**src/pd_params.svh**
```systemverilog
// ============================================================
// Block size, device address and digest seed macros
// ============================================================
`ifndef PD_PARAMS_SVH
`define PD_PARAMS_SVH

// Payload bytes folded into one digest
`define PD_BLOCK_BYTES 16

// Address this device answers to
`define PD_DEVICE_ADDR 7'h15

// Digest start value, reloaded for every block
`define PD_DIGEST_SEED 32'hA5A5_0F0F

`endif
```
**src/hash_pkg.sv**
```systemverilog
// ============================================================
// Block-side types: byte index, byte count, digest and fold
// ============================================================
`include "pd_params.svh"

package hash_pkg;

	typedef logic [$clog2(`PD_BLOCK_BYTES)-1:0] blk_idx_t;

	// One bit wider than the index so a full block can be counted
	typedef logic [$clog2(`PD_BLOCK_BYTES+1)-1:0] blk_cnt_t;

	typedef logic [31:0] digest_t;

	// Rotate left by 5, then mix in the byte
	function automatic digest_t fold_byte(digest_t d, logic [7:0] b);
		return {d[26:0], d[31:27]} ^ {24'h00_0000, b};
	endfunction

endpackage

```
**src/usb_pkg.sv**
```systemverilog
// ============================================================
// Bus-side types, PID codes and command codes
// ============================================================
package usb_pkg;

	typedef logic [7:0] rx_byte_t;
	typedef logic [6:0] dev_addr_t;

	// Token PIDs
	localparam rx_byte_t PID_IN = 8'h69;
	localparam rx_byte_t PID_OUT = 8'hE1;

	// Data PIDs
	localparam rx_byte_t PID_DATA0 = 8'hC3;
	localparam rx_byte_t PID_DATA1 = 8'h4B;

	// DATA0 command bytes
	localparam rx_byte_t CMD_INTERRUPT = 8'h04;
	localparam rx_byte_t CMD_HASH = 8'h01;

	// Upper nibble must be the inverse of the lower one
	function automatic logic pid_ok(rx_byte_t pid);
		return pid[7:4] == ~pid[3:0];
	endfunction

endpackage

```
**src/pd_ifs.sv**
```systemverilog
// ============================================================
// Block write interface and hash control interface
// ============================================================
interface block_wr_if import usb_pkg::*; ();

	logic wr_en;
	logic clr;
	rx_byte_t wr_data;
	logic full;

	modport ctrl (
		output wr_en, clr, wr_data,
		input full
	);

	modport store (
		input wr_en, clr, wr_data,
		output full
	);

endinterface

interface hash_ctl_if ();

	logic start;
	logic abort;
	logic busy;
	logic done;

	modport ctrl (
		output start, abort,
		input busy, done
	);

	modport hasher (
		input start, abort,
		output busy, done
	);

endinterface

```
**src/packet_decoder_top.sv**
```systemverilog
// ============================================================
// Packet decoder top: controller, block store and hasher
// ============================================================
module packet_decoder_top import usb_pkg::*, hash_pkg::*; (
	input logic clk,
	input logic n_rst,
	input logic write_enable,
	input rx_byte_t rx_data,
	input logic eop,
	input logic rcv_error,
	output logic transmit_ack,
	output logic transmit_nack,
	output logic host_ready,
	output logic interrupt,
	output logic p_error,
	output logic digest_valid,
	output digest_t digest
);

	blk_idx_t rd_idx;
	rx_byte_t rd_data;

	block_wr_if blk_if ();
	hash_ctl_if hc_if ();

	pd_controller ctrl_i (
		.clk(clk),
		.n_rst(n_rst),
		.write_enable(write_enable),
		.rx_data(rx_data),
		.eop(eop),
		.rcv_error(rcv_error),
		.blk(blk_if.ctrl),
		.hc(hc_if.ctrl),
		.transmit_ack(transmit_ack),
		.transmit_nack(transmit_nack),
		.host_ready(host_ready),
		.interrupt(interrupt),
		.p_error(p_error)
	);

	block_store store_i (
		.clk(clk),
		.n_rst(n_rst),
		.blk(blk_if.store),
		.rd_idx(rd_idx),
		.rd_data(rd_data)
	);

	block_hasher hasher_i (
		.clk(clk),
		.n_rst(n_rst),
		.hc(hc_if.hasher),
		.rd_data(rd_data),
		.rd_idx(rd_idx),
		.digest(digest)
	);

	// One pulse per completed block
	assign digest_valid = hc_if.done;

endmodule

```
**src/block_hasher.sv**
```systemverilog
// ============================================================
// Sequential fold of one stored block into the digest
// ============================================================
`include "pd_params.svh"

module block_hasher import usb_pkg::*, hash_pkg::*; (
	input logic clk,
	input logic n_rst,
	hash_ctl_if.hasher hc,
	input rx_byte_t rd_data,
	output blk_idx_t rd_idx,
	output digest_t digest
);

	typedef enum logic [1:0] {IDLE, RUN, FINISH} state_t;

	localparam blk_idx_t LAST_IDX = blk_idx_t'(`PD_BLOCK_BYTES - 1);

	state_t state;
	blk_idx_t idx;
	digest_t acc;
	digest_t acc_next;
	logic last_byte;

	assign acc_next = fold_byte(acc, rd_data);
	assign last_byte = (state == RUN) && !hc.abort && (idx == LAST_IDX);
	assign rd_idx = idx;
	assign hc.busy = (state != IDLE);
	assign hc.done = (state == FINISH);

	always_ff @(posedge clk, negedge n_rst) begin
		if (!n_rst) begin
			state <= IDLE;
			idx <= '0;
		end else begin
			case (state)
				IDLE: begin
					if (hc.start) begin
						state <= RUN;
						idx <= '0;
					end
				end
				RUN: begin
					if (hc.abort) begin
						state <= IDLE;
					end else begin
						idx <= idx + 1'b1;
						if (last_byte) begin
							state <= FINISH;
						end
					end
				end
				default: state <= IDLE;
			endcase
		end
	end

	// Byte 0 first, seed reloaded on every start
	always_ff @(posedge clk) begin
		if (state == IDLE && hc.start) begin
			acc <= `PD_DIGEST_SEED;
		end else if (state == RUN) begin
			acc <= acc_next;
		end
		if (last_byte) begin
			digest <= acc_next;
		end
	end

	a_done_busy: assert property (@(posedge clk) disable iff (!n_rst)
		hc.done |-> (hc.busy && $past(hc.busy, `PD_BLOCK_BYTES)))
		else $error("done without a full busy period");

endmodule

```
**src/block_store.sv**
```systemverilog
// ============================================================
// Payload byte counter and block buffer with a read port
// ============================================================
`include "pd_params.svh"

module block_store import usb_pkg::*, hash_pkg::*; (
	input logic clk,
	input logic n_rst,
	block_wr_if.store blk,
	input blk_idx_t rd_idx,
	output rx_byte_t rd_data
);

	localparam blk_cnt_t FULL_CNT = blk_cnt_t'(`PD_BLOCK_BYTES);

	blk_cnt_t count;
	rx_byte_t buffer [`PD_BLOCK_BYTES];
	logic wr_ok;

	// Writes past a full block are dropped
	assign wr_ok = blk.wr_en && !blk.full;
	assign blk.full = (count == FULL_CNT);
	assign rd_data = buffer[rd_idx];

	always_ff @(posedge clk, negedge n_rst) begin
		if (!n_rst) begin
			count <= '0;
		end else if (blk.clr) begin
			count <= '0;
		end else if (wr_ok) begin
			count <= count + 1'b1;
		end
	end

	always_ff @(posedge clk) begin
		if (wr_ok) begin
			buffer[blk_idx_t'(count)] <= blk.wr_data;
		end
	end

	a_count_max: assert property (@(posedge clk) disable iff (!n_rst)
		count <= FULL_CNT)
		else $error("block count above block size");

endmodule

```
**src/pd_controller.sv**
```systemverilog
// ============================================================
// Packet decoder FSM with address check and response pulses
// ============================================================
`include "pd_params.svh"

module pd_controller import usb_pkg::*; (
	input logic clk,
	input logic n_rst,
	input logic write_enable,
	input rx_byte_t rx_data,
	input logic eop,
	input logic rcv_error,
	block_wr_if.ctrl blk,
	hash_ctl_if.ctrl hc,
	output logic transmit_ack,
	output logic transmit_nack,
	output logic host_ready,
	output logic interrupt,
	output logic p_error
);

	typedef enum logic [3:0] {
		IDLE, TOK_ADDR, CMD_BYTE, PAYLOAD, BLOCK_START,
		BLOCK_CLR, ERROR, EOP_HIGH, EOP_LOW, RESPOND
	} state_t;

	// What to send once eop has ended
	typedef enum logic [1:0] {RESP_NONE, RESP_ACK, RESP_NACK, RESP_HOST} resp_t;

	state_t state;
	state_t next_state;
	resp_t resp_q;
	resp_t resp_d;
	logic tok_in_q;
	logic tok_in_d;
	logic valid_addr_q;
	logic valid_addr_d;
	dev_addr_t tok_addr;
	logic addr_match;

	assign tok_addr = rx_data[6:0];
	assign addr_match = (tok_addr == `PD_DEVICE_ADDR);
	assign blk.wr_data = rx_data;

	always_ff @(posedge clk, negedge n_rst) begin
		if (!n_rst) begin
			state <= IDLE;
			resp_q <= RESP_NONE;
			tok_in_q <= 1'b0;
			valid_addr_q <= 1'b0;
		end else begin
			state <= next_state;
			resp_q <= resp_d;
			tok_in_q <= tok_in_d;
			valid_addr_q <= valid_addr_d;
		end
	end

	always_comb begin
		next_state = state;
		resp_d = resp_q;
		tok_in_d = tok_in_q;
		valid_addr_d = valid_addr_q;
		blk.wr_en = 1'b0;
		blk.clr = 1'b0;
		hc.start = 1'b0;
		hc.abort = 1'b0;
		transmit_ack = 1'b0;
		transmit_nack = 1'b0;
		host_ready = 1'b0;
		interrupt = 1'b0;
		p_error = 1'b0;

		case (state)
			IDLE: begin
				// PID is decoded on its own strobe
				if (write_enable) begin
					resp_d = RESP_NONE;
					if (!pid_ok(rx_data)) begin
						next_state = ERROR;
					end else if (rx_data == PID_IN || rx_data == PID_OUT) begin
						tok_in_d = (rx_data == PID_IN);
						next_state = TOK_ADDR;
					end else if (rx_data == PID_DATA0 && valid_addr_q) begin
						next_state = CMD_BYTE;
					end else if (rx_data == PID_DATA1 && valid_addr_q) begin
						next_state = PAYLOAD;
					end else begin
						next_state = ERROR;
					end
				end
			end
			TOK_ADDR: begin
				if (write_enable) begin
					if (tok_in_q) begin
						resp_d = addr_match ? RESP_HOST : RESP_NONE;
					end else begin
						valid_addr_d = addr_match;
					end
					next_state = EOP_HIGH;
				end
			end
			CMD_BYTE: begin
				if (rcv_error) begin
					next_state = ERROR;
				end else if (write_enable) begin
					if (rx_data == CMD_INTERRUPT) begin
						interrupt = 1'b1;
						resp_d = RESP_ACK;
						next_state = EOP_HIGH;
					end else begin
						next_state = ERROR;
					end
				end
			end
			PAYLOAD: begin
				if (rcv_error) begin
					next_state = ERROR;
				end else if (write_enable) begin
					blk.wr_en = 1'b1;
				end else if (eop) begin
					resp_d = RESP_ACK;
					next_state = blk.full ? BLOCK_START : EOP_LOW;
				end
			end
			BLOCK_START: begin
				if (!hc.busy) begin
					hc.start = 1'b1;
					next_state = BLOCK_CLR;
				end
			end
			BLOCK_CLR: begin
				blk.clr = 1'b1;
				next_state = EOP_LOW;
			end
			ERROR: begin
				// Partial block is dropped along with the hash
				p_error = 1'b1;
				hc.abort = 1'b1;
				blk.clr = 1'b1;
				resp_d = RESP_NACK;
				next_state = EOP_HIGH;
			end
			EOP_HIGH: begin
				if (eop) begin
					next_state = EOP_LOW;
				end
			end
			EOP_LOW: begin
				if (!eop) begin
					next_state = RESPOND;
				end
			end
			RESPOND: begin
				case (resp_q)
					RESP_ACK: begin
						transmit_ack = 1'b1;
						next_state = IDLE;
					end
					RESP_NACK: begin
						transmit_nack = 1'b1;
						next_state = IDLE;
					end
					RESP_HOST: begin
						if (!hc.busy) begin
							host_ready = 1'b1;
							next_state = IDLE;
						end
					end
					default: next_state = IDLE;
				endcase
			end
			default: next_state = IDLE;
		endcase
	end

	a_start_idle: assert property (@(posedge clk) disable iff (!n_rst)
		hc.start |-> (!hc.busy && blk.full))
		else $error("hash start while hasher busy or block not full");

	a_no_wr_idle: assert property (@(posedge clk) disable iff (!n_rst)
		blk.wr_en |-> (state != IDLE && valid_addr_q))
		else $error("block write in idle state or without a valid address");

endmodule

```
**config.mk**
```make
export PLATFORM = sky130hd
export DESIGN_NAME = packet_decoder_top
export DESIGN_NICKNAME = d
export VERILOG_FILES = /design/src/hash_pkg.sv /design/src/usb_pkg.sv /design/src/pd_ifs.sv /design/src/packet_decoder_top.sv /design/src/block_hasher.sv /design/src/block_store.sv /design/src/pd_controller.sv
export VERILOG_INCLUDE_DIRS = /design/src
export SDC_FILE = /design/constraint.sdc
export NUM_CORES = 1
export LEC_CHECK = 0
export ABC_CLOCK_PERIOD_IN_PS = 2400
export BUFFER_PORTS_ARGS = -buffer_cell sky130_fd_sc_hd__buf_2
export CAP_MARGIN = 20
export CORE_UTILIZATION = 40
export CTS_CLUSTER_DIAMETER = 30
export DETAILED_ROUTE_END_ITERATION = 8
export SETUP_SLACK_MARGIN = 0.4
export SLEW_MARGIN = 25
export SYNTH_ARGS = -nofsm -noshare
export SYNTH_HDL_FRONTEND = slang
export SYNTH_SLANG_ARGS = --single-unit
```
**constraint.sdc**
```tcl
create_clock -name clk -period 2.4 [get_ports clk]
set_input_delay 0.36 -clock clk [delete_from_list [all_inputs] [get_ports clk]]
set_output_delay 0.36 -clock clk [all_outputs]
set_load 0.05 [all_outputs]
```
; After elaboration in Yosys (flattened, before gate mapping)
; Memories as Yosys holds them, arrays and structs flattened.
; Index checks and enable logic that the tools add are counted.
[op_classes]
n_addsub = 2
n_eq_ne = 42
n_mux = 58
bitwise = 3
n_reduce_logical = 22
[op_table]
columns = op, n
row1 = $mux 4, 18
row2 = $pmux 4 s10, 1
row3 = $xor 32x8->32, 1
row4 = $mux 2, 13
row5 = $ne 2x2->1 const B, 11
row6 = $mux 1, 20
row7 = $eq 4x3->1 const B, 4
row8 = $eq 8x7->1 const B, 2
row9 = $eq 8x8->1 const B, 2
row10 = $eq 4x4->1 const B, 3
row11 = $ne 3x3->1 const B, 4
row12 = $mux 5, 2
row13 = $pmux 2 s5, 1
row14 = $reduce_and 10->1, 1
row15 = $reduce_and 9->1, 1
row16 = $eq 4x2->1 const B, 2
row17 = $eq 8x3->1 const B, 1
row18 = $pmux 4 s2, 1
row19 = $eq 7x5->1 const B, 1
row20 = $eq 2x2->1 const B, 3
row21 = $logic_and 1x1->1, 6
row22 = $ne 2x1->1 const B, 3
row23 = $reduce_and 3->1, 2
row24 = $reduce_bool 2->1, 3
row25 = other kinds (19), 21
[totals]
reg_bits = 83
ram_bits = 128
in_bits = 13
out_inout_bits = 38
word_cells = 137
memories = 1
[mem_list]
columns = name, words, width, rd, rd_clocked_by_memory_dff, wr, line_no
row1 = store_i.buffer, 16, 8, 1, 0, 1, block_store.sv:17  ; rx_byte_t buffer [`PD_BLOCK_BYTES];

; Logic depth before layout (Yosys ltp)
[depth]
depth_word = 8
depth_mapped = 8

; Modules after synthesis
; Synthesis repeated with hierarchy kept, for this count alone.
[hier_totals]
cells_unflattened = 573
area_unflattened_um2 = 8743.4
[modules_own_cells]
columns = module, n_inst, cells_per_inst, area_each_um2, seq_area_each_um2
row1 = block_store, 1, 253, 5292.6, 3968.8
row2 = block_hasher, 1, 208, 2595.0, 1751.7
row3 = pd_controller, 1, 112, 855.8, 200.2

; Worst setup path after synthesis
; OpenSTA, ideal clock, no wires.
[synth_timing]
kind = reg-to-output
from = register ctrl_i.state[3]
to = output port transmit_nack
t_arrival_ps = 2377
t_required_ps = 2040
slack_ps = -337
path_stages_with_launch = 4
path_cell_list = dfrtp_1 clkbuf_1 inv_1 nor4_1
[synth_via]
elab_chain_cells = 2
[synth_lines]
columns = item, line_no
row1 = "start, declared", pd_controller.sv:30  ; state_t state;
row2 = "start signal, assigned", pd_controller.sv:52  ; state <= next_state;
row3 = $eq 4x4->1, pd_controller.sv:74  ; case (state)
row4 = $mux 1, pd_controller.sv:74
row5 = "end, declared", packet_decoder_top.sv:12  ; output logic transmit_nack,
; No other way between the ends.

; Worst setup path in the final report
[layout_timing]
from = register ctrl_i.state[1]
to = output port transmit_nack
; Same word-level chain as after synthesis.

==> impl_metrics.sql <==
INSERT INTO impl_metrics (metric_group, metric, value, unit) VALUES
('cells_and_area', 'layout.cells.most_common_list', 'sky130_fd_sc_hd__edfxtp_1 (160), sky130_fd_sc_hd__mux2i_1 (65), sky130_fd_sc_hd__nand2_1 (59)', ''),
('synthesis', 'synthCells', '596', ''),
('drt', 'dr.pass1.iters', '7', ''),
('sta', 'relSlewSlack', '50.4', '%'),
('global_routing', 'grt_start_max_net_pins', '33', ''),
('floorplan', 'placementRows', '53', ''),
('setup_path', 'cp_top_family', 'simple AND/OR/NAND/NOR gates', ''),
('sta', 'max_freq', '471', 'MHz'),
('power_and_ir_drop', 'internal_power', '0.0103', 'W'),
('clock_network', 'clock_tree.htree_level_count', '2', ''),
('setup_path', 'timing.rr.start', 'ctrl_i.state[1]', ''),
('cells_and_area', 'final-instance-count-excl-fill', '1031', ''),
('power_and_ir_drop', 'clkPwrFrac', '40.9', '%'),
('floorplan', 'core', '0.0210', 'sq mm'),
('setup_path', 'required', '2040', 'ps'),
('power_and_ir_drop', 'p_leak', '4.21', 'nW'),
('setup_path', 'critPathKind', 'register to primary output', ''),
('clock_network', 'cts_root_buffer', 'sky130_fd_sc_hd__clkbuf_16', ''),
('setup_path', 'worst-endpoint-arrival', '1760', 'ps'),
('clock_network', 'clk_path_buf_depth', '3', ''),
('cells_and_area', 'leading_cell_type_in_the_layout_fill_and_taps_excluded', 'sky130_fd_sc_hd__edfxtp_1', ''),
('placement', 'gp_congestion', '0.848', ''),
('global_routing', 'first_pass_grt_wire_length', '30300', 'um'),
('synthesis', 'synth_area', '0.00859', 'sq mm'),
('cells_and_area', 'finalCoreUtilization', '53.5', '%'),
('floorplan', 'ioPinCount', '51', ''),
('drt', 'routed-via-count', '5442', ''),
('cells_and_area', 'design.final.nets', '743', ''),
('synthesis', 'synthesis.yosys.warnings', '0', ''),
('sta', 'report.final.setup_viol', '0', ''),
('global_routing', 'grt_antenna_before_repair', '1', ''),
('placement', 'placedCellCount', '935', ''),
('cells_and_area', 'area.growth.synth_to_final', '31.0', '%'),
('drt', 'post_drt_antenna_nets', '0', ''),
('floorplan', 'die-height', '149', 'um'),
('synthesis', 'ys_seq_elements', '211', ''),
('clock_network', 'cts-buffers-inserted', '40', ''),
('floorplan', 'design.die.area', '0.0221', 'sq mm'),
('clock_network', 'cts_sinks', '211', ''),
('global_routing', 'groute.usage.overall', '18.2', '%'),
('global_routing', 'grt_overflow_total', '0', ''),
('drt', 'drt_iter0_drc', '333', ''),
('synthesis', 'syn-mean-instance-area', '14.4', 'sq um'),
('power_and_ir_drop', 'switching_power_as_a_share_of_total_power', '29.3', '%'),
('clock_network', 'insertion_delay', '520', 'ps'),
('floorplan', 'floorplan.initialDensity', '40.8', '%'),
('setup_path', 'worst_setup_path_end_kind', 'primary output', ''),
('setup_path', 'path_cells', 'buf_8 -> nor2_4 -> nand2_2 -> nor4_4 -> buf_6', ''),
('placement', 'dp.final_hpwl', '12400', 'um'),
('setup_path', 'critPathMaxFanout', '8', ''),
('cells_and_area', 'num_antenna_cells', '0', ''),
('global_routing', 'first_global_vias', '5434', ''),
('synthesis', 'number_of_unique_standard_cell_types_used_by_synthesis', '66', ''),
('sta', 'finalMaxSlewViolations', '0', ''),
('sta', 'total_negative_slack', '0', 'ps'),
('setup_path', 'worst-path-buf-inv', '2', ''),
('drt', 'remaining_drc_errors', '0', ''),
('synthesis', 'number_of_synthesized_flops_with_an_enable_pin', '160', ''),
('power_and_ir_drop', 'total_switching_power', '0.00428', 'W'),
('sta', 'clock_skew', '28.2', 'ps'),
('synthesis', 'share_of_flip_flops_with_an_asynchronous_set_or_reset', '9.00', '%'),
('setup_path', 'critical_path.slowest_cell', 'sky130_fd_sc_hd__dfrtp_2', ''),
('drt', 'route.detailed.wl_per_inst', '19.2', 'um'),
('synthesis', 'syn-num-nets', '614', ''),
('setup_path', 'worstSetupStartpoint', 'ctrl_i.state[1]', ''),
('drt', 'routed_wirelength', '19800', 'um'),
('power_and_ir_drop', 'power_density', '1300', 'mW/mm^2'),
('cells_and_area', 'final_layout_size_suffix_gt1_share', '31.5', '%'),
('flow_run', 'maxCapViolations', '0', ''),
('outcome', 'run_status', 'finished clean', ''),
('sta', 'final_hold_viol_count', '0', '');
==> worst register-to-register path, cell delays in order, from the launching register on <==
cell                      delay [ps]
sky130_fd_sc_hd__dfrtp_2         450
sky130_fd_sc_hd__buf_8           160
sky130_fd_sc_hd__buf_4           130
sky130_fd_sc_hd__buf_4           130
sky130_fd_sc_hd__xnor2_1         120
sky130_fd_sc_hd__nor3_1          570
sky130_fd_sc_hd__nor3_1          100
sky130_fd_sc_hd__a21o_1          190
==> area by class of cell <==
type                    count  area, sq um
clock inverters            22          357
inverters                   7         30.0
clock buffers              51         1090
fillers                  1679         9770
multi-input cells         349         2650
flip-flops and latches    211         5930
repair buffers            116          853
well taps                 275          344
==> power by group through the flow <==
stage / Combinational, W / Clock [W] / Sequential, W
2_1_floorplan: 0.00253 / 0 / 0.00473
3_3_place_gp: 0.00328 / 0 / 0.00486
3_5_place_dp: 0.00336 / 0 / 0.00488
4_1_cts: 0.00371 / 0.00605 / 0.00477
5_1_grt: 0.00418 / 0.00622 / 0.00483
6_report: 0.00387 / 0.00598 / 0.00477
==> cell usage after synthesis, types with 11 or more instances <==
| cell type | instances | area share [%] |
|---|---|---|
| sky130_fd_sc_hd__a21oi_1 | 15 | 0.87 |
| sky130_fd_sc_hd__a221oi_1 | 16 | 1.6 |
| sky130_fd_sc_hd__a22oi_1 | 23 | 2.0 |
| sky130_fd_sc_hd__clkbuf_1 | 11 | 0.48 |
| sky130_fd_sc_hd__dfrtp_1 | 19 | 5.5 |
| sky130_fd_sc_hd__dfxtp_1 | 32 | 7.5 |
| sky130_fd_sc_hd__edfxtp_1 | 160 | 56 |
| sky130_fd_sc_hd__mux2i_1 | 65 | 7.6 |
| sky130_fd_sc_hd__nand2_1 | 64 | 2.8 |
| sky130_fd_sc_hd__nand3_1 | 18 | 1.0 |
| sky130_fd_sc_hd__nor2_1 | 24 | 1.0 |
| sky130_fd_sc_hd__nor3_1 | 11 | 0.64 |
| sky130_fd_sc_hd__o21ai_0 | 13 | 0.76 |
==> layer usage <==
| layer | GRT usage (%) | wire length (um) | vias up |
|---|---|---|---|
| met3 | 3.83 | 867 | 51 |
| met5 | 0 | 0 | - |
| met2 | 31.1 | 9980 | 135 |
| met1 | 22.7 | 8410 | 2721 |
| met4 | 6.70 | 574 | 0 |
| li1 | - | - | 2535 |
==> worst paths after layout <==
check / to / slack [ps] / depth (start not counted)
min in group asynchronous: store_i.count[0] / 350 / 2
setup / recovery: transmit_nack / 280 / 5
hold / removal: ctrl_i.tok_in_q / 280 / 3
hold reg to reg: hasher_i.digest[16] / 440 / 0
setup reg to reg: store_i.count[0] / 450 / 7
max in group asynchronous: hasher_i.rd_idx[1] / 1680 / 2
==> sequential cells by signal, indices dropped and copies added (netlist names) <==
| name | cells |
|---|---|
| hasher_i.acc | 32 |
| hasher_i.digest | 32 |
| store_i.count | 5 |
| store_i.buffer | 128 |
| ctrl_i.state | 4 |
| ctrl_i.resp_q | 2 |
| ctrl_i.tok_in_q | 1 |
| hasher_i.state | 2 |
| hasher_i.rd_idx | 4 |
| ctrl_i.valid_addr_q | 1 |
==> logic make-up after synthesis <==
| family | synth area share, % |
|---|---|
| compound gates | 8.19 |
| xor+xnor | 1.81 |
| fa+ha+maj | 0.729 |
| buf+inv | 2.45 |
| flops | 69.0 |
| mux | 8.02 |
| simple gates | 9.85 |
==> repair_timing <==
item | CTS | global route
resized for setup | 29 | 17
setup buffers | 14 | 6
endpoints found under the setup margin | 141 | 175
hold buffers | 1 | 0
cloned | 1 | 1
pin swaps | 4 | 4
hold endpoints to repair | 19 | 0
==> per-stage QoR <==
| step | instance area [sq um] | hold slack (ps) | setup WS [ps] | total power [W] |
|---|---|---|---|---|
| finish | 11200 | 280 | 278 | 0.0146 |
| floorplan | 8630 | 64.4 | 314 | 0.00726 |
| CTS | 11100 | 266 | 296 | 0.0145 |
| global route | 11200 | 285 | 182 | 0.0152 |
| detailed placement | 9420 | 348 | 164 | 0.00824 |
| global placement | 9420 | 331 | 186 | 0.00814 |
Power figures use the tool's default switching activity.
